**src/include/pet_bus_params.svh**
```systemverilog
// PET memory bus parameters
// widths, enable divider and the video region window
`ifndef PET_BUS_PARAMS_SVH
`define PET_BUS_PARAMS_SVH

// wishbone word address width
`define PET_ADDR_WIDTH 10

// data bus width
`define PET_DATA_WIDTH 8

// bus clocks per enable pulse, at least 4 so an ack stays within its slot
`define PET_CLK_DIV 8

// video region, in words
`define PET_VIDEO_BASE 0
`define PET_VIDEO_WORDS 16

`endif

```
**src/enable_timer.sv**
```systemverilog
// Bus enable timer
// one-cycle enable pulse every PET_CLK_DIV bus clocks
`include "pet_bus_params.svh"

module enable_timer (
    input  logic wb_clock_i,
    input  logic reset_i,
    output logic bus_en_o
);
    localparam int CNT_W = $clog2(`PET_CLK_DIV);
    localparam logic [CNT_W-1:0] RELOAD = CNT_W'(`PET_CLK_DIV - 1);

    logic [CNT_W-1:0] count;

    // pulse is registered, so it lands one clock after the count hits zero
    always_ff @(posedge wb_clock_i) begin
        if (reset_i) begin
            count    <= RELOAD;
            bus_en_o <= 1'b0;
        end else if (count == '0) begin
            count    <= RELOAD;
            bus_en_o <= 1'b1;
        end else begin
            count    <= count - 1'b1;
            bus_en_o <= 1'b0;
        end
    end

    // slots depend on a strictly single-cycle pulse
    a_single_pulse: assert property (
        @(posedge wb_clock_i) disable iff (reset_i)
        bus_en_o |=> !bus_en_o
    );

endmodule

```
**config.mk**
```make
export PLATFORM = sky130hd
export DESIGN_NAME = enable_timer
export DESIGN_NICKNAME = d
export VERILOG_FILES = /design/src/enable_timer.sv
export VERILOG_INCLUDE_DIRS = /design/src /design/src/include
export SDC_FILE = /design/constraint.sdc
export NUM_CORES = 1
export LEC_CHECK = 0
export BUFFER_PORTS_ARGS = -buffer_cell sky130_fd_sc_hd__buf_4
export CAP_MARGIN = 10
export CORE_AREA = 2 2 39 41
export DETAILED_ROUTE_END_ITERATION = 12
export DIE_AREA = 0 0 41 43
export PLACE_DENSITY = 0.3
export SLEW_MARGIN = 30
export SYNTH_ARGS = -nofsm -noshare
export SYNTH_HDL_FRONTEND = slang
export SYNTH_SLANG_ARGS = --single-unit
```
**constraint.sdc**
```tcl
create_clock -name wb_clock_i -period 3.5 [get_ports wb_clock_i]
set_input_delay 0.7 -clock wb_clock_i [delete_from_list [all_inputs] [get_ports wb_clock_i]]
set_output_delay 0.7 -clock wb_clock_i [all_outputs]
set_load 0.01 [all_outputs]
```
# ---- Yosys cells after proc, flatten, opt, wreduce, memory -nomap -nowiden
# Index checks and enable logic that the tools add are counted.
dict set report totals {
  reg_bits 4
  input_bits 2
  output_inout_bits 1
  elab_cells 6
}
dict set report op_classes {
  addsub 1
  n_mux 1
  reduce_logical 2
}
# op n
set ops {}
lappend ops {{3-bit logical NOT} 1}
lappend ops {{3-bit by 1-bit subtractor with 3-bit output, second input constant} 1}
lappend ops {{2-bit OR reduction} 1}
lappend ops {{1-bit two-way mux} 1}

# ---- Depth between registers and ports, before layout
dict set report depth {
  word_depth 2
  depth_mapped 4
  depth_no_buf 4
}

# ---- Worst setup path after synthesis
# OpenSTA, ideal clock, no wires.
dict set report synth_timing {
  kind {register to register}
  start {register count[0]}
  end {register count[2]}
  setup_ns 0.127
  arrival_ns 1.081
  required_ns 3.373
  setup_slack_ns 2.292
  path_stages_with_launch 5
  path_buffers 0
  period_less_slack_ns 1.208
  path_cell_list {dfxtp_1 inv_1 ha_1 ha_1 or3b_1}
}
dict set report synth_between {
  elab_chain_len 2
  word_cells_on_any_way 3
  cone_classes {add/sub (1); reduce/logical (2)}
}
# item line_no
set synth_rtl {}
lappend synth_rtl {{start: declaration} enable_timer.sv:13} ;# logic [CNT_W-1:0] count;
lappend synth_rtl {{start signal: assignment} enable_timer.sv:24} ;# count <= count - 1'b1;
lappend synth_rtl {{parallel branches: the longest is 2 deep, another holds 3-bit by 1-bit subtractor with 3-bit output} n/a}
# Parallel ways; which one is timed is not known.
# A chain may end at the register's enable or synchronous reset.

# ---- Final worst setup path
dict set report layout_timing {
  start {register bus_en_o}
  end {output port bus_en_o}
}
# item line_no
set layout_rtl {}
lappend layout_rtl {{start: declaration} enable_timer.sv:8} ;# output logic bus_en_o
lappend layout_rtl {{start signal: assignment} enable_timer.sv:19} ;# bus_en_o <= 1'b0;
lappend layout_rtl {{start signal: assignment} enable_timer.sv:22} ;# bus_en_o <= 1'b1;
lappend layout_rtl {{start signal: assignment} enable_timer.sv:25} ;# bus_en_o <= 1'b0;
# No word-level cell between the ends.

==> results.sh <==
export IMPL_outcome="finished clean"
export IMPL_slew_violations=0
export IMPL_num_vias=104
export IMPL_setup_viol=0
export IMPL_grt_max_degree=5
export IMPL_overflow=0
export IMPL_die_x_um=41
export IMPL_synth_avg_cell_area_um2=11.45
export IMPL_start_kind="flop"
export IMPL_firstDrtPassIters=2
export IMPL_place_hpwl_um=151.8
export IMPL_worst_pin_slew_ns=0.1099
export IMPL_cts_root_buffer="clkbuf_4"
export IMPL_dp_cells=31
export IMPL_viasPerCell=3.059
export IMPL_leakagePower_nw=0.1136
export IMPL_max_freq_ghz=0.7401
export IMPL_met2_usage_pct=4.063
export IMPL_grtUsageMet1_pct=1.917
export IMPL_layout_min_cycle_time_ns=1.351
export IMPL_cts_tree="built"
export IMPL_n_antenna_cell=0
export IMPL_p_per_area_mw_per_mm2=552.9
export IMPL_hold_buffers=0
export IMPL_area_growth_pct=38.66
export IMPL_grt_total_usage_pct=3.707
export IMPL_syn_cell_area_um2=148.9
export IMPL_drc=0
export IMPL_final_common_cell="dfxtp_1"
export IMPL_fp_row_count=14
export IMPL_cts_resized=0
export IMPL_critPathTopFamily="flip-flops"
export IMPL_r2r_cells=4
export IMPL_synth_cell_types=5
export IMPL_busiest_layer="met4"
export IMPL_syn_nets=17
export IMPL_netlist_top_cells_area="dfxtp_1 54%, or3b_1 18%, ha_1 17%, inv_1 7.6%, nor2b_1 4.2%"
export IMPL_rsz0062_at_grt="false"
export IMPL_yosysTopAreaCell="dfxtp_1"
export IMPL_path_buf_inv=1
export IMPL_use_met3_pct=1.571
export IMPL_post_drt_wl_per_cell_um=6.235
export IMPL_port_buffers=2
export IMPL_critical_path_peak_fanout=1
export IMPL_cp_slowest_cell="dfxtp_1"
export IMPL_core_mm2=0.001384
export IMPL_clk_path_buf_depth=2
export IMPL_path_cells="buf_4"
export IMPL_synth_ff_latch_count=4
export IMPL_ys_seq_area_share_pct=53.78
export IMPL_hold_path_class="flop to flop"
export IMPL_io_pins=3
export IMPL_netlist_instances=13
export IMPL_maxCapViolCount=0
export IMPL_grt_pass1_wl_um=317
export IMPL_period_share_pct=38.61
export IMPL_worst_setup_path_type="flop to primary output"
export IMPL_finalHoldViolations=0
export IMPL_gp_congestion=0.5057
export IMPL_fin_cells=34
export IMPL_dieArea_mm2=0.001763
export IMPL_finalSetupTns_ns=0
export IMPL_cts_setup_buffers=0
export IMPL_grt_pass1_vias=99
export IMPL_worstHoldStart="count[0]"
export IMPL_finalWirelength_um=212
export IMPL_drt_iter0_drc=2
export IMPL_drtAntennaViolNets=0
export IMPL_drive_gt1_share_pct=27.78
export IMPL_grt_antenna_before_repair=0
export IMPL_num_nets_final=24
export IMPL_start_util_pct=10.76
export IMPL_reg2reg_to="count[2]"
export IMPL_hold_depth=1
export IMPL_fin_skew_ns=0.001063
export IMPL_reg2reg_from="count[0]"
export IMPL_crit_path_end_kind="primary output"
export IMPL_peakVddDrop_uv=57.10
export IMPL_cts_buffers=3
export IMPL_path_clk_slew_ns=0.04
export IMPL_arrival_ns=0.65
export IMPL_h_tree_depth=1
export IMPL_synth_top_area_share_pct=53.78
export IMPL_yosysWarnings=0
export IMPL_insertion_delay_ns=0.23
export IMPL_r2r_slack_ns=2.25
export IMPL_relSlewSlack_pct=92.67
export IMPL_layout_common_cells="4 x dfxtp_1, 3 x inv_1, 3 x or3b_1, 3 x clkbuf_4"
export IMPL_die_h_um=43
export IMPL_cpPeakStageDelay_ns=0.29
export IMPL_required_ns=2.80
export IMPL_clock_sinks=4
export IMPL_hold_end="count[0]"
## per-stage QoR
stage / hold WS (ns) / worst slack (ns) / cell area (um^2) / power (W) / utilization [%]
floorplan: 0.4523 / 2.292 / 148.9 / 0.00005489 / -
global placement: 0.4668 / 2.214 / 183.9 / 0.00005713 / 13.29
detailed placement: 0.4622 / 2.215 / 183.9 / 0.00005720 / 13.29
CTS: 0.4778 / 2.134 / 206.4 / 0.0001194 / 14.92
global route: 0.4897 / 2.118 / 206.4 / 0.0001209 / 14.92
finish: 0.4775 / 2.149 / 206.4 / 0.0001141 / 14.92
## worst max path at each step
stage | from | to | slack, ns | depth (start not counted)
global placement | reset_i | count[0] | 2.21 | 2
CTS | bus_en_o | bus_en_o | 2.13 | 1
floorplan | count[0] | count[2] | 2.29 | 4
detailed placement | reset_i | count[2] | 2.22 | 2
finish | bus_en_o | bus_en_o | 2.15 | 1
global route | bus_en_o | bus_en_o | 2.12 | 1
## cell type report
cell class | count | area [um^2]
clock buffer | 3 | 22.52
fill | 157 | 1177
inverter | 3 | 11.26
timing repair buffer | 2 | 15.01
tap | 16 | 20.02
multi-input combinational | 6 | 57.56
sequential | 4 | 80.08
## power by group
part / total, W / switching, W / internal (W) / leakage [nW]
combinational: 0.00000663 / 0.00000261 / 0.00000401 / 0.0668
sequential: 0.0000497 / 0.000000857 / 0.0000488 / 0.0330
clock: 0.0000578 / 0.0000194 / 0.0000384 / 0.0138
## per-layer routing
layer,vias up,wire (um)
li1,52,-
met1,47,78
met2,3,120
met3,2,4
met4,0,9
met5,-,0
## kinds of logic after synthesis
kind of cell / synth area share (%)
buffers and inverters: 7.562
adders and majority gates: 16.80
and+or+nand+nor: 21.85
DFF: 53.78
## synthesized netlist by cell type (all sizes together)
| master | number |
|---|---|
| inv | 3 |
| ha | 2 |
| or3b | 3 |
| nor2b | 1 |
| dfxtp | 4 |
## state kept, by name, indices dropped and copies added, names as in the netlist
name and flops:
bus_en_o 1, count 3
No activity file was read; power rests on OpenSTA's default activity.
