**src/include/pet_bus_params.svh**
```systemverilog
// PET memory bus parameters
// widths, enable divider and the video region window
`ifndef PET_BUS_PARAMS_SVH
`define PET_BUS_PARAMS_SVH

// wishbone word address width
`define PET_ADDR_WIDTH 10

// data bus width
`define PET_DATA_WIDTH 8

// bus clocks per enable pulse, at least 4 so an ack stays within its slot
`define PET_CLK_DIV 8

// video region, in words
`define PET_VIDEO_BASE 0
`define PET_VIDEO_WORDS 16

`endif

```
**src/common_pkg.sv**
```systemverilog
// Shared types for the PET memory bus
// bus vectors, slot number and the video fetcher states
`include "pet_bus_params.svh"

package common_pkg;

    // word address on the shared RAM bus
    typedef logic [`PET_ADDR_WIDTH-1:0] wb_addr_t;

    // one data word
    typedef logic [`PET_DATA_WIDTH-1:0] wb_data_t;

    // position within the eight-slot frame
    typedef logic [2:0] slot_t;

    // video fetcher FSM
    typedef enum logic [1:0] {
        IDLE,
        REQUEST,
        WAIT_ACK
    } fetch_state_t;

endpackage

```
**src/slot_arbiter.sv**
```systemverilog
// Time-slot arbiter for the shared RAM
// eight slots per frame: four video, two CPU, two host
// the granted master may strobe only in the cycle after an enable pulse
`include "pet_bus_params.svh"

module slot_arbiter
    import common_pkg::*;
(
    input  logic     wb_clock_i,
    input  logic     reset_i,
    input  logic     bus_en_i,

    output wb_addr_t wb_addr_o,
    output wb_data_t wb_data_o,
    output logic     wb_we_o,
    output logic     wb_cycle_o,
    output logic     wb_strobe_o,
    input  logic     wb_ack_i,
    input  wb_data_t wb_data_i,

    input  wb_addr_t host_addr_i,
    input  wb_data_t host_data_i,
    input  logic     host_we_i,
    input  logic     host_cycle_i,
    input  logic     host_strobe_i,
    output logic     host_stall_o,
    output logic     host_ack_o,
    output wb_data_t host_data_o,

    input  wb_addr_t video_addr_i,
    input  wb_data_t video_data_i,
    input  logic     video_we_i,
    input  logic     video_cycle_i,
    input  logic     video_strobe_i,
    output logic     video_stall_o,
    output logic     video_ack_o,
    output wb_data_t video_data_o,

    output logic     cpu_grant_en_o
);
    localparam slot_t LAST_SLOT = 3'd7;
    localparam slot_t CPU_1     = 3'd4;
    localparam slot_t CPU_2     = 3'd5;
    localparam slot_t HOST_1    = 3'd6;
    localparam slot_t HOST_2    = 3'd7;

    slot_t slot;
    logic  strobe_window;
    logic  video_grant;
    logic  cpu_grant;
    logic  host_grant;

    // starts on the last slot so the first pulse opens slot 0
    always_ff @(posedge wb_clock_i) begin
        if (reset_i) begin
            slot          <= LAST_SLOT;
            strobe_window <= 1'b0;
        end else begin
            strobe_window <= bus_en_i;
            if (bus_en_i) begin
                slot <= slot + 1'b1;
            end
        end
    end

    // slots 0-3 have a clear top bit
    assign video_grant = !slot[2];
    assign cpu_grant   = (slot == CPU_1) || (slot == CPU_2);
    assign host_grant  = (slot == HOST_1) || (slot == HOST_2);

    always_comb begin
        wb_addr_o     = '0;
        wb_data_o     = '0;
        wb_we_o       = 1'b0;
        wb_cycle_o    = 1'b0;
        wb_strobe_o   = 1'b0;
        host_stall_o  = 1'b1;
        video_stall_o = 1'b1;

        if (host_grant) begin
            wb_addr_o    = host_addr_i;
            wb_data_o    = host_data_i;
            wb_we_o      = host_we_i;
            wb_cycle_o   = host_cycle_i;
            wb_strobe_o  = host_strobe_i & strobe_window;
            host_stall_o = !strobe_window;
        end else if (video_grant) begin
            wb_addr_o     = video_addr_i;
            wb_data_o     = video_data_i;
            wb_we_o       = video_we_i;
            wb_cycle_o    = video_cycle_i;
            wb_strobe_o   = video_strobe_i & strobe_window;
            video_stall_o = !strobe_window;
        end
    end

    // ack arrives one clock after the window, still inside the same slot
    assign host_ack_o   = host_grant & wb_ack_i;
    assign host_data_o  = host_grant ? wb_data_i : '0;
    assign video_ack_o  = video_grant & wb_ack_i;
    assign video_data_o = video_grant ? wb_data_i : '0;

    assign cpu_grant_en_o = cpu_grant & strobe_window;

    a_strobe_after_enable: assert property (
        @(posedge wb_clock_i) disable iff (reset_i)
        wb_strobe_o |-> $past(bus_en_i)
    );

    a_one_owner: assert property (
        @(posedge wb_clock_i) disable iff (reset_i)
        host_stall_o || video_stall_o
    );

endmodule

```
**config.mk**
```make
export PLATFORM = sky130hd
export DESIGN_NAME = slot_arbiter
export DESIGN_NICKNAME = d
export VERILOG_FILES = /design/src/common_pkg.sv /design/src/slot_arbiter.sv
export VERILOG_INCLUDE_DIRS = /design/src /design/src/include
export SDC_FILE = /design/constraint.sdc
export NUM_CORES = 1
export LEC_CHECK = 0
export ABC_AREA = 1
export BUFFER_PORTS_ARGS = -buffer_cell sky130_fd_sc_hd__buf_2
export CORE_ASPECT_RATIO = 0.8
export CORE_MARGIN = 5
export CORE_UTILIZATION = 24
export DETAILED_ROUTE_END_ITERATION = 10
export PLACE_DENSITY = 0.82
export SLEW_MARGIN = 40
export SYNTH_ARGS = -nofsm -noshare
export SYNTH_HDL_FRONTEND = slang
export SYNTH_SLANG_ARGS = --single-unit
export TNS_END_PERCENT = 1
```
**constraint.sdc**
```tcl
create_clock -name wb_clock_i -period 0.8 [get_ports wb_clock_i]
set_input_delay 0.12 -clock wb_clock_i [delete_from_list [all_inputs] [get_ports wb_clock_i]]
set_output_delay 0.12 -clock wb_clock_i [all_outputs]
set_load 0.03 [all_outputs]
```
## Word level (Yosys, flattened, before mapping)

Cells that the tools add are included.

- Word-level logic and storage cells: 31
- Flip-flop bits (word level): 4
- Output and inout bits: 42

- Add/subtract/negate cells: 1
- Eq/ne operators: 4
- Reductions and logical operators: 4
- Multiplexer cells: 15
- Bitwise logic cells: 5

Operators by type and width:

| cell | count |
|---|---|
| 8-bit 2-to-1 mux | 4 |
| 10-bit 2-to-1 mux | 2 |
| 3-bit == test (second input constant) | 4 |
| 1-bit 2-to-1 mux | 9 |
| 1-bit AND | 5 |
| 3-bit by 1-bit adder with 3-bit output (second input constant) | 1 |
| 1-bit logical NOT | 2 |
| 1-bit logical OR | 2 |

## Logic depth before layout (Yosys ltp)

- Word-level depth: 3
- Mapped depth: 5
- Gate-level depth less buffers: 4

## Worst setup path after synthesis

Ideal clock, no wire load.

- Kind: register to output
- Start point: reg slot[1]
- End point: out wb_strobe_o
- Required time: 680 ps
- Arrival time: 1059 ps
- Stages on the path, launching flop included: 4
- Path slack: -379 ps
- Cell sequence: dfxtp_1 nand2_1 buf_2 o21ai_1

- Word-level cells in the longest chain between the ends: 3
- Elaborated cells on any way between the ends: 4
- Those cells by class: eq/ne (2); mux (1); reduce/logical (1)

RTL lines:

| item | line | text |
|---|---|---|
| start, declared | slot_arbiter.sv:47 | `slot_t slot;` |
| start signal, assigned | slot_arbiter.sv:61 | `slot <= slot + 1'b1;` |
| 3-bit == test | slot_arbiter.sv:69 | `assign host_grant = (slot == HOST_1) \|\| (slot == HOST_2);` |
| 1-bit logical OR * | slot_arbiter.sv:69 |  |
| 1-bit 2-to-1 mux * | slot_arbiter.sv:80 | `if (host_grant) begin` |
| end, declared | slot_arbiter.sv:17 | `output logic wb_strobe_o,` |

Every way passes the cells marked *; elsewhere a longest branch is shown, timed or not.

## Worst setup path in the final report

- Start point: reg slot[2]
- End point: out wb_strobe_o

- Word-level cells in the longest chain between the ends: 3
- Elaborated cells on any way between the ends: 5
- Those cells by class: eq/ne (2); mux (2); reduce/logical (1)

RTL lines:

| item | line |
|---|---|
| 3-bit == test | slot_arbiter.sv:69 |
| 1-bit logical OR | slot_arbiter.sv:69 |
| 1-bit 2-to-1 mux * | slot_arbiter.sv:80 |

Marked as above.

==> impl_metrics.ini <==
[power_and_ir_drop]
p_leak_nw = 0.973
p_per_area_nw_per_um2 = 1400
total_power_w = 0.00256
ir_drop_uv = 1190

[outcome]
status = complete, but fails checks
violations = setup timing

[synth]
syn_nets = 177
syn_area_sq_um = 552
async_flop_share_pct = 0
synth_area_leaders = nand2_1 48%, dfxtp_1 15%, nor2_1 14%
ys.warnings.count = 0
synth_common_cells = 71 x nand2_1, 20 x nor2_1, 13 x inv_1
synth_top_area_cell = nand2_1
syn_area_per_cell_sq_um = 4.52
yosysMostFrequentCell = nand2_1
ys_seq_area_share_pct = 14.5
synthFlopType = dfxtp_1
syn_inst = 122
synth_top_area_share_pct = 48.3
ys_types = 10
ys_seq_elements = 4
synth-edff-count = 0

[timing]
setup_violations = 44
tns_ns = -17.96
fin_crit_ns = 1.29
fin_hold_ws_ns = 0.0583
grt_setup_unrepaired = yes
fmax_mhz = 777
hold_viol_final = 0
fin_ws_ns = -0.487
drv_slew = 0
finalCritPeriodShare_pct = 161
tightest_slew_ns = 0.182
max-slew-margin-rel_pct = 87.8
finalClockSkew_ns = 0.00620

[clock_network]
clock_path_buffers = 2
path_clk_slew_ns = 0.04
cts_tree = yes
cts_made_buffers = 3
hold_buffers = 0
clock_sinks = 4
htreeDepth = 1
clk_latency_ns = 0.24
clock-root-buffer = clkbuf_4
post_cts_buffers = 0

[grt]
grt_antenna_before_repair = 0
grtUsageMet2_pct = 40.0
grt_use_total_pct = 18.4
gr-usage-met1_pct = 17.5
grt_pass1_wl_um = 4950
use_met3_pct = 3.82
busiest_layer = met2
grt.overflow.total = 0
grt_pass1_vias = 1102
grt_max_degree = 16

[final_layout]
area_growth_pct = 231
drive_gt1_share_pct = 80.2
n_antenna_cell = 0
final_cells = 252
layout.nets = 283

[floorplan]
num_rows = 15
io_pins = 96
die_w_um = 63.6
coreArea_sq_um = 2180
die_y_um = 52.9
initial_utilization_pct = 25.3
die_area_sq_um = 3360

[worst_setup_path]
crit_chain = nand2_4 > buf_4 > o21ai_4 > buf_6
cp-start-kind = flop
cp_slowest_stage_delay_ns = 0.37
cp.arrival_ns = 1.17
crit_type = flop to primary output
r2r_slack_ns = -0.09
cp-end-kind = primary output
cp_max_fo = 6
crit_path_end = wb_strobe_o
timing.rr.start = slot[1]
r2r_end = slot[2]
cp_slowest_cell = dfxtp_4
crit_family = flip-flops
crit_buf_inv = 2
required_ns = 0.68
r2r_cells = 4
worstSetupPathDepth = 4
cp-startpoint = slot[2]

[routing]
first_pass_iters = 4
postRouteAntennaNets = 0
wl_per_cell_um = 14.5
wl_um = 3660
remaining_drc_errors = 0
num_vias = 1128
drt_iter0_drc = 26
drt-vias-per-instance = 4.48

[worst_hold_path]
min_path_type = input pin to flop
whs_path_depth = 2

[placed_design]
pre_cts_ws_ns = -0.292
portBuffers = 95
post-dp-hpwl_um = 2370
dpl.cell_count = 245
gp_congestion = 0.703

[run]
maxCapViolCount = 0
==> per-stage QoR <==
stage | area [sq um] | util (%)
floorplan | 866 | -
CTS | 1740 | 79.7
global route | 1830 | 84.0
finish | 1830 | 84.0
detailed placement | 1390 | 64.0
global placement | 1390 | 64.0
==> sequential cells by signal (all words and copies together) (netlist names) <==
signal,cells
slot,3
strobe_window,1
==> layout by cell type, fill, tap and decap left out <==
cell | netlist | routed
buf_16 | 0 | 1
nand2_1 | 71 | 26
buf_4 | 2 | 11
buf_2 | 4 | 53
o21ai_4 | 0 | 1
inv_1 | 13 | 12
dfxtp_4 | 0 | 2
nor2_4 | 0 | 10
dfxtp_2 | 0 | 1
nand3_2 | 0 | 1
dfxtp_1 | 4 | 1
inv_8 | 0 | 1
clkbuf_4 | 0 | 3
nand3_1 | 5 | 4
nand2_4 | 0 | 21
ha_4 | 0 | 1
clkbuf_1 | 0 | 1
inv_2 | 1 | 1
buf_6 | 0 | 38
nor2_1 | 20 | 1
clkbuf_16 | 0 | 2
buf_12 | 0 | 2
nor2_2 | 0 | 9
nand2_2 | 0 | 24
==> kinds of logic after synthesis <==
group | Yosys count | synth area share (%)
DFF | 4 | 14.5
adders and majority gates | 1 | 2.27
AOI/OAI and AO/OA | 1 | 0.906
buffers and inverters | 20 | 15.9
and+or+nand+nor | 96 | 66.4
==> repair_timing <==
action | in CTS | in global routing
resized for setup | 94 | 15
cloned | 1 | 2
setup endpoints to repair | 44 | 45
pin swaps | 1 | 3
==> how the worst min path moves through the flow <==
stage               endpoint     from  slack (ns)
2_1_floorplan  strobe_window  reset_i        0.19
3_3_place_gp   strobe_window  reset_i        0.29
3_5_place_dp   strobe_window  reset_i        0.30
4_1_cts        strobe_window  reset_i        0.05
5_1_grt        strobe_window  reset_i        0.06
6_report       strobe_window  reset_i        0.06
==> layer usage <==
metal | share of wire (%) | wire length (um)
met5 | 0 | 0
met4 | 1.1 | 42
met3 | 5.1 | 188
met2 | 61 | 2230
met1 | 33 | 1200
==> power breakdown <==
part	switching, W	internal (W)	total [W]	leakage (nW)
combinational	0.00114	0.000910	0.00205	0.925
clock	0.0000859	0.000187	0.000273	0.0150
sequential	0.0000218	0.000219	0.000241	0.0333
total	0.00124	0.00132	0.00256	0.973
==> layout make-up <==
type,instances,area [sq um]
repair buffers,107,893
clock buffers,4,26.3
inverters,14,60.1
fillers,133,349
multi-input cells,98,728
well taps,25,31.3
flip-flops and latches,4,88.8
Note: power is estimated with default switching activity, not from simulation.
