[src/include/pet_bus_params.svh]
// PET memory bus parameters
// widths, enable divider and the video region window
`ifndef PET_BUS_PARAMS_SVH
`define PET_BUS_PARAMS_SVH

// wishbone word address width
`define PET_ADDR_WIDTH 10

// data bus width
`define PET_DATA_WIDTH 8

// bus clocks per enable pulse, at least 4 so an ack stays within its slot
`define PET_CLK_DIV 8

// video region, in words
`define PET_VIDEO_BASE 0
`define PET_VIDEO_WORDS 16

`endif

[src/common_pkg.sv]
// Shared types for the PET memory bus
// bus vectors, slot number and the video fetcher states
`include "pet_bus_params.svh"

package common_pkg;

    // word address on the shared RAM bus
    typedef logic [`PET_ADDR_WIDTH-1:0] wb_addr_t;

    // one data word
    typedef logic [`PET_DATA_WIDTH-1:0] wb_data_t;

    // position within the eight-slot frame
    typedef logic [2:0] slot_t;

    // video fetcher FSM
    typedef enum logic [1:0] {
        IDLE,
        REQUEST,
        WAIT_ACK
    } fetch_state_t;

endpackage

[src/video_fetch.sv]
// Video fetcher
// reads the video region in address order, one word per bus transfer,
// and presents each word as a pixel strobe
`include "pet_bus_params.svh"

module video_fetch
    import common_pkg::*;
(
    input  logic     wb_clock_i,
    input  logic     reset_i,

    output wb_addr_t wb_addr_o,
    output logic     wb_cycle_o,
    output logic     wb_strobe_o,
    input  logic     wb_stall_i,
    input  logic     wb_ack_i,
    input  wb_data_t wb_data_i,

    output wb_data_t pixel_o,
    output logic     pixel_valid_o
);
    localparam wb_addr_t FIRST_ADDR = `PET_ADDR_WIDTH'(`PET_VIDEO_BASE);
    localparam wb_addr_t LAST_ADDR  = `PET_ADDR_WIDTH'(`PET_VIDEO_BASE + `PET_VIDEO_WORDS - 1);

    fetch_state_t state;
    wb_addr_t     addr;

    always_ff @(posedge wb_clock_i) begin
        if (reset_i) begin
            state         <= IDLE;
            addr          <= FIRST_ADDR;
            pixel_valid_o <= 1'b0;
        end else begin
            pixel_valid_o <= 1'b0;
            case (state)
                IDLE: begin
                    state <= REQUEST;
                end
                REQUEST: begin
                    // accepted once the arbiter drops stall
                    if (!wb_stall_i) begin
                        state <= WAIT_ACK;
                    end
                end
                WAIT_ACK: begin
                    if (wb_ack_i) begin
                        pixel_valid_o <= 1'b1;
                        state         <= REQUEST;
                        if (addr == LAST_ADDR) begin
                            addr <= FIRST_ADDR;
                        end else begin
                            addr <= addr + 1'b1;
                        end
                    end
                end
                default: begin
                    state <= IDLE;
                end
            endcase
        end
    end

    // pixel word captured with the ack
    always_ff @(posedge wb_clock_i) begin
        if (state == WAIT_ACK && wb_ack_i) begin
            pixel_o <= wb_data_i;
        end
    end

    assign wb_addr_o   = addr;
    assign wb_cycle_o  = (state == REQUEST) || (state == WAIT_ACK);
    assign wb_strobe_o = (state == REQUEST);

    // a stalled request must stay put until accepted
    a_hold_while_stalled: assert property (
        @(posedge wb_clock_i) disable iff (reset_i)
        (wb_strobe_o && wb_stall_i) |=> (wb_strobe_o && $stable(wb_addr_o))
    );

endmodule

[config.mk]
export PLATFORM = sky130hd
export DESIGN_NAME = video_fetch
export DESIGN_NICKNAME = d
export VERILOG_FILES = /design/src/common_pkg.sv /design/src/video_fetch.sv
export VERILOG_INCLUDE_DIRS = /design/src /design/src/include
export SDC_FILE = /design/constraint.sdc
export NUM_CORES = 1
export LEC_CHECK = 0
export ABC_AREA = 1
export BUFFER_PORTS_ARGS = -buffer_cell sky130_fd_sc_hd__buf_2
export CAP_MARGIN = 5
export CORE_UTILIZATION = 43
export DETAILED_ROUTE_END_ITERATION = 16
export PLACE_DENSITY = 0.77
export SYNTH_ARGS = -nofsm -noshare
export SYNTH_HDL_FRONTEND = slang
export SYNTH_SLANG_ARGS = --single-unit
[constraint.sdc]
create_clock -name wb_clock_i -period 1.3 [get_ports wb_clock_i]
set_input_delay 0.13 -clock wb_clock_i [delete_from_list [all_inputs] [get_ports wb_clock_i]]
set_output_delay 0.13 -clock wb_clock_i [all_outputs]
set_load 0.005 [all_outputs]
# After elaboration in Yosys (flattened, before gate mapping)
# Index checks and enable logic that the tools add are counted.
[word_totals] ff_bits=21 in_bits=12 out_inout_bits=21 word_cells=22
[op_classes] n_addsub=1 eq_ne=5 mux=5 bitwise=1 n_reduce_logical=6
[op_table] operator="$add A10 B1 Y10 const B" count=1
[op_table] operator="$eq A10 B4 Y1 const B" count=1
[op_table] operator="$mux W10" count=1
[op_table] operator="$pmux W2 S3" count=1
[op_table] operator="$mux W2" count=2
[op_table] operator="$ne A2 B2 Y1 const B" count=2
[op_table] operator="$reduce_and A2 Y1" count=2
[op_table] operator="$eq A2 B1 Y1 const B" count=1
[op_table] operator="$eq A2 B2 Y1 const B" count=1
[op_table] operator="$logic_not A2 Y1" count=1
[op_table] operator="$reduce_or A2 Y1" count=1
[op_table] operator="$logic_and A1 B1 Y1" count=1
[op_table] operator="$logic_or A1 B1 Y1" count=1
[op_table] operator="$mux W1" count=1
[op_table] operator="$not A1 Y1" count=1

# Longest topological paths before layout
# Gate-level depths: netlist (run 1).
[logic_depth] ltp_word=3 depth_mapped=9 ltp_nobuf=9

# Least setup slack after synthesis (run 1)
# OpenSTA, ideal clock, no wires.
[synth_timing] path_kind="register -> register" from="register state[0]" to="register addr[1], in the netlist wb_addr_o[1]" setup_time_ns=0.116 arrival_time_ns=1.263 required_time_ns=1.184 slack_ns=-0.079 stages_incl_launch_ff=8 cell_sequence="dfxtp_1 > inv_1 > ha_1 > nand2_4 > inv_1 > o21a_1 > o211ai_1 > inv_1"
[synth_between] elab_chain_len=2
[synth_rtl] element="start, declared" line_no="video_fetch.sv:25" rtl="fetch_state_t state;"
[synth_rtl] element="start signal, assigned" line_no="video_fetch.sv:30" rtl="state <= IDLE;"
[synth_rtl] element="start signal, assigned" line_no="video_fetch.sv:37" rtl="state <= REQUEST;"
[synth_rtl] element="start signal, assigned" line_no="video_fetch.sv:42" rtl="state <= WAIT_ACK;"
[synth_rtl] element="$eq A2 B2 Y1" line_no="video_fetch.sv:35" rtl="case (state)"
[synth_rtl] element="$reduce_and A2 Y1 (no line)"
[synth_rtl] element="end signal, assigned" line_no="video_fetch.sv:52" rtl="addr <= addr + 1'b1;"
[synth_rtl] element="end, declared" line_no="video_fetch.sv:26" rtl="wb_addr_t addr;"
# No other way between the ends.
# A chain may end at the register's enable or synchronous reset.

# Worst setup path in the final report (run 1)
[layout_timing] from="register state[0]" to="register addr[4], in the netlist wb_addr_o[4]"
# Same word-level chain as after synthesis.

==> results of run 1 <==
[worst max-delay path by stage]
stage,slack (ps),to,startpoint
4_1_cts,1,wb_addr_o[4],wb_addr_o[0]
3_3_place_gp,40,wb_addr_o[4],state[0]
3_5_place_dp,-40,wb_addr_o[4],state[1]
2_1_floorplan,8,wb_addr_o[1],state[0]
6_report,-30,wb_addr_o[4],state[0]
5_1_grt,-110,wb_addr_o[4],state[0]
[sequential cells by signal, indices dropped and copies added (netlist names)]
name / count
wb_addr_o: 10
state: 2
pixel_valid_o: 1
pixel_o: 8
[kinds of logic (layout without fill, tap and decap cells)]
| group | after synthesis | count (layout) | share of synthesized area [%] |
|---|---|---|---|
| XOR/XNOR | 3 | 3 | 2.838 |
| AND/OR/NAND/NOR | 44 | 44 | 22.84 |
| buffers and inverters | 13 | 66 | 5.271 |
| flip-flops | 21 | 21 | 54.05 |
| AO/OA/AOI/OAI | 11 | 11 | 6.893 |
| adder cells (fa/ha/maj) | 6 | 6 | 8.108 |
[placed cells by master, fill, tap and decap left out, types with 3 or more instances in the layout]
master,synthesis,final
buf_4,0,9
dfxtp_2,0,3
nand3_1,3,3
buf_2,0,32
ha_1,6,5
nand2_1,15,14
clkbuf_4,0,3
xor2_1,3,3
nor2_1,15,15
inv_1,13,10
edfxtp_1,8,8
dfxtp_1,13,9
nor3_1,4,3
dlygate4sd3_1,0,8
a21oi_1,4,4
[metrics by stage]
step / hold WS (ps) / setup WS [ps]
after floorplan: 201.5 / 7.891
after global placement: 307.0 / 40.08
after detailed placement: 309.2 / -39.34
after CTS: 3.786 / 1.432
after global routing: 37.76 / -108.3
final: 37.99 / -28.80
[synthesized netlist by cell type, drive strengths merged]
| library cell | count |
|---|---|
| a211oi | 1 |
| a21oi | 4 |
| a31oi | 1 |
| dfxtp | 13 |
| edfxtp | 8 |
| ha | 6 |
| inv | 13 |
| nand2 | 16 |
| nand3 | 4 |
| nand3b | 1 |
| nand4 | 2 |
| nor2 | 17 |
| nor3 | 4 |
| o211ai | 1 |
| o21a | 1 |
| o21ai | 3 |
| xor2 | 3 |
[power by group]
part | switching (mW) | total [mW] | leakage (nW) | internal [mW]
clock | 0.188 | 0.308 | 0.0150 | 0.120
combinational | 0.258 | 0.506 | 0.414 | 0.248
sequential | 0.0440 | 0.818 | 0.180 | 0.774
[cell type report]
cell class,count,area (µm²)
Timing Repair Buffer,49,307.8
Inverter,13,52.55
Multi-Input combinational cell,64,405.4
Clock buffer,4,26.28
Fill cell,176,668.1
Tap cell,27,33.78
Sequential cell,21,508.0
[routing by layer]
| layer | up-vias | routed length [µm] | global-route usage (%) |
|---|---|---|---|
| li1 | 427 | - | - |
| met1 | 362 | 909 | 20.52 |
| met2 | 29 | 909 | 27.46 |
| met3 | 6 | 84 | 3.145 |
| met4 | 0 | 54 | 10.29 |
| met5 | - | 0 | 0 |
[repair_timing]
action,4_1_cts,5_1_grt
resized for setup,2,6
setup buffers,2,3
setup endpoints to repair,10,12
pin swaps,2,6
endpoints found under the hold margin,4,4
hold buffers,4,4
==> impl_metrics.tcl, run 1 <==
set metrics [dict create \
    outcome "finished, violations left" \
    violations "setup timing" \
    timing.rr.start "state[0]" \
    finalCriticalPeriod_ps 1329 \
    hold_depth 2 \
    cp_cell_sequence "inv_2 -> ha_4 -> nand2_8 -> nor2_4 -> nand3b_1 -> nand2_2 -> nor3_1" \
    core_um2 2002 \
    worstPathRequired_ps 1500 \
    placed_cell_area_um2 1176 \
    finalWeightedCongestion 0.8613 \
    power.total_mw 1.632 \
    dieArea_um2 2343 \
    path_clk_slew_ps 110 \
    n_antenna_cell 0 \
    cts.sinks 21 \
    die_y_um 48.40 \
    drv_slew 0 \
    yosysSeqAreaShare_pct 54.05 \
    grt_pass1_wl_mm 3.036 \
    avgSynthCellArea_um2 9.448 \
    syn2layout_area_growth_pct 44.05 \
    worstHoldStart "reset_i" \
    setup_tns_ps -80.50 \
    yosys_warnings 0 \
    dr_total_vias 824 \
    hold_end "wb_addr_o[8]" \
    layout-drive-gt1-share_pct 38.41 \
    ys_ff_latch 21 \
    cts_buffers 3 \
    ir_worst_vdd_mv 0.9159 \
    p_leak_nw 0.6085 \
    grt_max_degree 12 \
    dp_hpwl_mm 1.362 \
    cts_root_buf "clkbuf_4" \
    critical_path_class "register to register" \
    start_kind "register" \
    grt_use_total_pct 16.81 \
    cts_tree "done" \
    routed_wirelength_mm 1.957 \
    wire_per_inst_um 10.99 \
    io_buffers 32 \
    synth_cells 98 \
    drc 0 \
    antenna_found_initial 0 \
    hold_viol 0 \
    via_per_inst 4.629 \
    place_inst 161 \
    worst-path-stages 7 \
    cts_max_level 1 \
    yosys.area.top_type "dfxtp_1" \
    grt.overflow.total 0 \
    ios 33 \
    synth_area_um2 925.9 \
    synth_area_leaders "dfxtp_1 (28%), edfxtp_1 (26%), ha_1 (8.1%)" \
    final_nets 170 \
    drt_iter0_drc 15 \
    fin_ws_ps -28.80 \
    clk-insertion-delay-late_ps 300 \
    die_w_um 48.40 \
    layout.cells.non_filler 178 \
    start_util_pct 46.25 \
    rows 16 \
    synth_nets 116 \
    cp.buffers_inverters 1 \
    slew_headroom_pct 83.85 \
    clock_path_buffers 2 \
    synth_cell_types 20 \
    firstDrtPassIters 4 \
    final_util_pct 66.63 \
    fin_crit_sh_pct 102.2 \
    crit_arrival_ps 1530 \
    stdcell_area_um2 1334 \
    rr_endpoint "wb_addr_o[4]" \
    drv_cap 0 \
    tightest_slew_ps 240.6 \
    power_density_nw_per_um2 1224 \
    setup_viol 5 \
    critPathTopFamily "simple AND/OR/NAND/NOR gates" \
    crit_path_max_incr_delay_ps 340 \
    holdCritPathClass "input port to register" \
    crit_path_max_fanout 6 \
    rsz0062_at_grt "true" \
    grt_pass1_vias 735 \
    yosysTopAreaCellShare_pct 28.11 \
    final_antenna_net_count 0 \
    endpoint_kind "register" \
    finalClockSkew_ps 1.751 \
    cpMaxStageDelayCell "dfxtp_2" \
    fmax_mhz 752.6 \
    reg2regPathDepth 7 \
    reg2reg_slack_ps -30 \
]
Note: power is estimated with default switching activity, not from simulation.
==> run 2, diff against run 1 <==
--- a/config.mk
+++ b/config.mk
@@ -11,7 +11,7 @@
 export CAP_MARGIN = 5
 export CORE_UTILIZATION = 43
 export DETAILED_ROUTE_END_ITERATION = 16
-export PLACE_DENSITY = 0.77
+export PLACE_DENSITY = 0.8
 export SYNTH_ARGS = -nofsm -noshare
 export SYNTH_HDL_FRONTEND = slang
 export SYNTH_SLANG_ARGS = --single-unit
==> run 2 against run 1 <==
Effect of this change:
- the run still ends with setup timing left
- clock skew about the same
- cell count decreased by 1.1%
- worst hold slack improved by 20 ps
- highest routed layer unchanged
- non-clock buffer count decreased by 2
- sequential share of layout area grew 0.16 points
- design area decreased by 0.66%
- largest power group unchanged
==> impl_metrics.tcl, run 2 (synthesized netlist as in run 1, its figures left out) <==
set metrics [dict create \
    outcome "finished, violations left" \
    violations "setup timing" \
    endpoint_kind "register" \
    fin_ws_ps -9.789 \
    grt_max_degree 12 \
    ios 33 \
    finalCriticalPeriod_ps 1310 \
    grt_use_total_pct 18.67 \
    placed_cell_area_um2 1184 \
    p_leak_nw 0.5997 \
    ir_worst_vdd_mv 1.000 \
    critPathTopFamily "simple AND/OR/NAND/NOR gates" \
    dp_hpwl_mm 1.458 \
    drv_slew 0 \
    cts_max_level 1 \
    setup_viol 3 \
    fin_crit_sh_pct 100.8 \
    drv_cap 0 \
    switchingPower_mw 0.5033 \
    fmax_mhz 763.5 \
    drt_iter0_drc 15 \
    crit_path_max_incr_delay_ps 340 \
    cts_tree "done" \
    worstHoldStart "reset_i" \
    crit_arrival_ps 1510 \
    rr_endpoint "wb_addr_o[4]" \
    path_clk_slew_ps 110 \
    die_y_um 48.40 \
    finalWeightedCongestion 0.8146 \
    layout_common_cells "buf_2 (32), nor2_1 (15), nand2_1 (13)" \
    stdcell_area_um2 1325 \
    critical_path_class "register to register" \
    hold_end "pixel_valid_o" \
    cpMaxStageDelayCell "dfxtp_2" \
    met3WireLength_um 92 \
    final_nets 168 \
    antenna_found_initial 0 \
    multi_input_area_um2 410.4 \
    wire_per_inst_um 11.57 \
    reg2regPathDepth 7 \
    clk-insertion-delay-late_ps 300 \
    final_common_cell "buf_2" \
    internal_power_mw 1.150 \
    n_antenna_cell 0 \
    num-fill-cells 163 \
    hold_viol 0 \
    reg2reg_slack_ps -10 \
    via_per_inst 4.653 \
    drc 0 \
    grt_pass1_vias 751 \
    dr_wl_met2_mm 1.012 \
    syn2layout_area_growth_pct 43.11 \
    clock_path_buffers 2 \
    cts.sinks 21 \
    power.share.switching_pct 30.44 \
    final_antenna_net_count 0 \
    cts_buffers 3 \
    slew_headroom_pct 84.23 \
    wl_met1_um 904 \
    rsz0062_at_grt "true" \
    start_util_pct 46.25 \
    holdCritPathClass "input port to register" \
    pwr-share-seq_pct 49.7 \
    combPwrFrac_pct 31.5 \
    routed_wirelength_mm 2.036 \
    core_um2 2002 \
    cp.buffers_inverters 1 \
    worstPathRequired_ps 1500 \
    seqCellArea_um2 506.7 \
    cp_cell_sequence "inv_2 -> ha_4 -> nand2_8 -> nor2_4 -> nand3b_1 -> nand2_2 -> nor3_1" \
    io_buffers 32 \
    start_kind "register" \
    grt.overflow.total 0 \
    topRoutingLayerUsed "met4" \
    largest_reg_flops 10 \
    dr_total_vias 819 \
    dieArea_um2 2343 \
    crit_path_max_fanout 5 \
    cts_root_buf "clkbuf_4" \
    timing.rr.start "state[0]" \
    setup_tns_ps -22.26 \
    die_w_um 48.40 \
    rows 16 \
    finalClockSkew_ps 2.003 \
    p_clk_share_pct 18.8 \
    tightest_slew_ps 235.0 \
    hold_depth 2 \
    firstDrtPassIters 4 \
    layout-drive-gt1-share_pct 38.26 \
    grt_pass1_wl_mm 3.305 \
    power_density_nw_per_um2 1248 \
]
[run 2: worst reg2reg max path: stages (launching register included)]
cell and delay [ps]:
dfxtp_2 340, inv_2 80, ha_4 170, nand2_8 80, nor2_4 130, nand3b_1 200
nand2_2 160, nor3_1 60
[run 2: power groups by stage]
| stage | registers (mW) | clock network (mW) | logic [mW] |
|---|---|---|---|
| final | 0.821 | 0.312 | 0.521 |
| after global routing | 0.830 | 0.351 | 0.581 |
| after CTS | 0.811 | 0.313 | 0.513 |
| after detailed placement | 0.818 | 0 | 0.469 |
| after global placement | 0.813 | 0 | 0.452 |
| after floorplan | 0.834 | 0 | 0.260 |
[run 2: stage by stage]
stage	util [%]	hold WS (ps)	instances	worst slack [ps]	total power, mW
CTS	64.19	2.986	173	-15.48	1.637
global route	66.19	48.41	176	-78.96	1.761
finish	66.19	57.86	176	-9.789	1.653
floorplan	-	201.5	98	7.891	1.093
global placement	59.13	306.8	162	58.24	1.265
detailed placement	59.13	308.6	162	-45.12	1.287
[run 2: how the worst max path moves through the flow]
| stage | startpoint | endpoint | cells past startpoint |
|---|---|---|---|
| 2_1_floorplan | state[0] | wb_addr_o[1] | 7 |
| 3_3_place_gp | state[0] | wb_addr_o[4] | 7 |
| 4_1_cts | state[0] | wb_addr_o[4] | 7 |
| 5_1_grt | state[0] | wb_addr_o[4] | 7 |
| 3_5_place_dp | state[0] | wb_addr_o[7] | 7 |
| 6_report | state[0] | wb_addr_o[4] | 7 |
[run 2: timing repair]
| item | 4_1_cts | 5_1_grt |
|---|---|---|
| buffers inserted | 2 | 0 |
| resized for setup | 6 | 4 |
| hold buffers | 5 | 3 |
| endpoints found under the setup margin | 8 | 10 |
| pin swaps | 5 | 2 |
| endpoints found under the hold margin | 5 | 3 |
[run 2: area by class of cell]
type | instances | share of cell area [%]
Clock buffer | 4 | 1.983
Inverter | 13 | 4.155
Multi-Input combinational cell | 64 | 30.97
Sequential cell | 21 | 38.24
Tap cell | 27 | 2.550
Timing Repair Buffer | 47 | 22.10
[run 2: per-layer routing]
metal,global-route usage [%],vias up
met5,0,-
met4,9.804,0
met3,4.717,4
met2,32.16,26
met1,21.24,367
li1,-,422
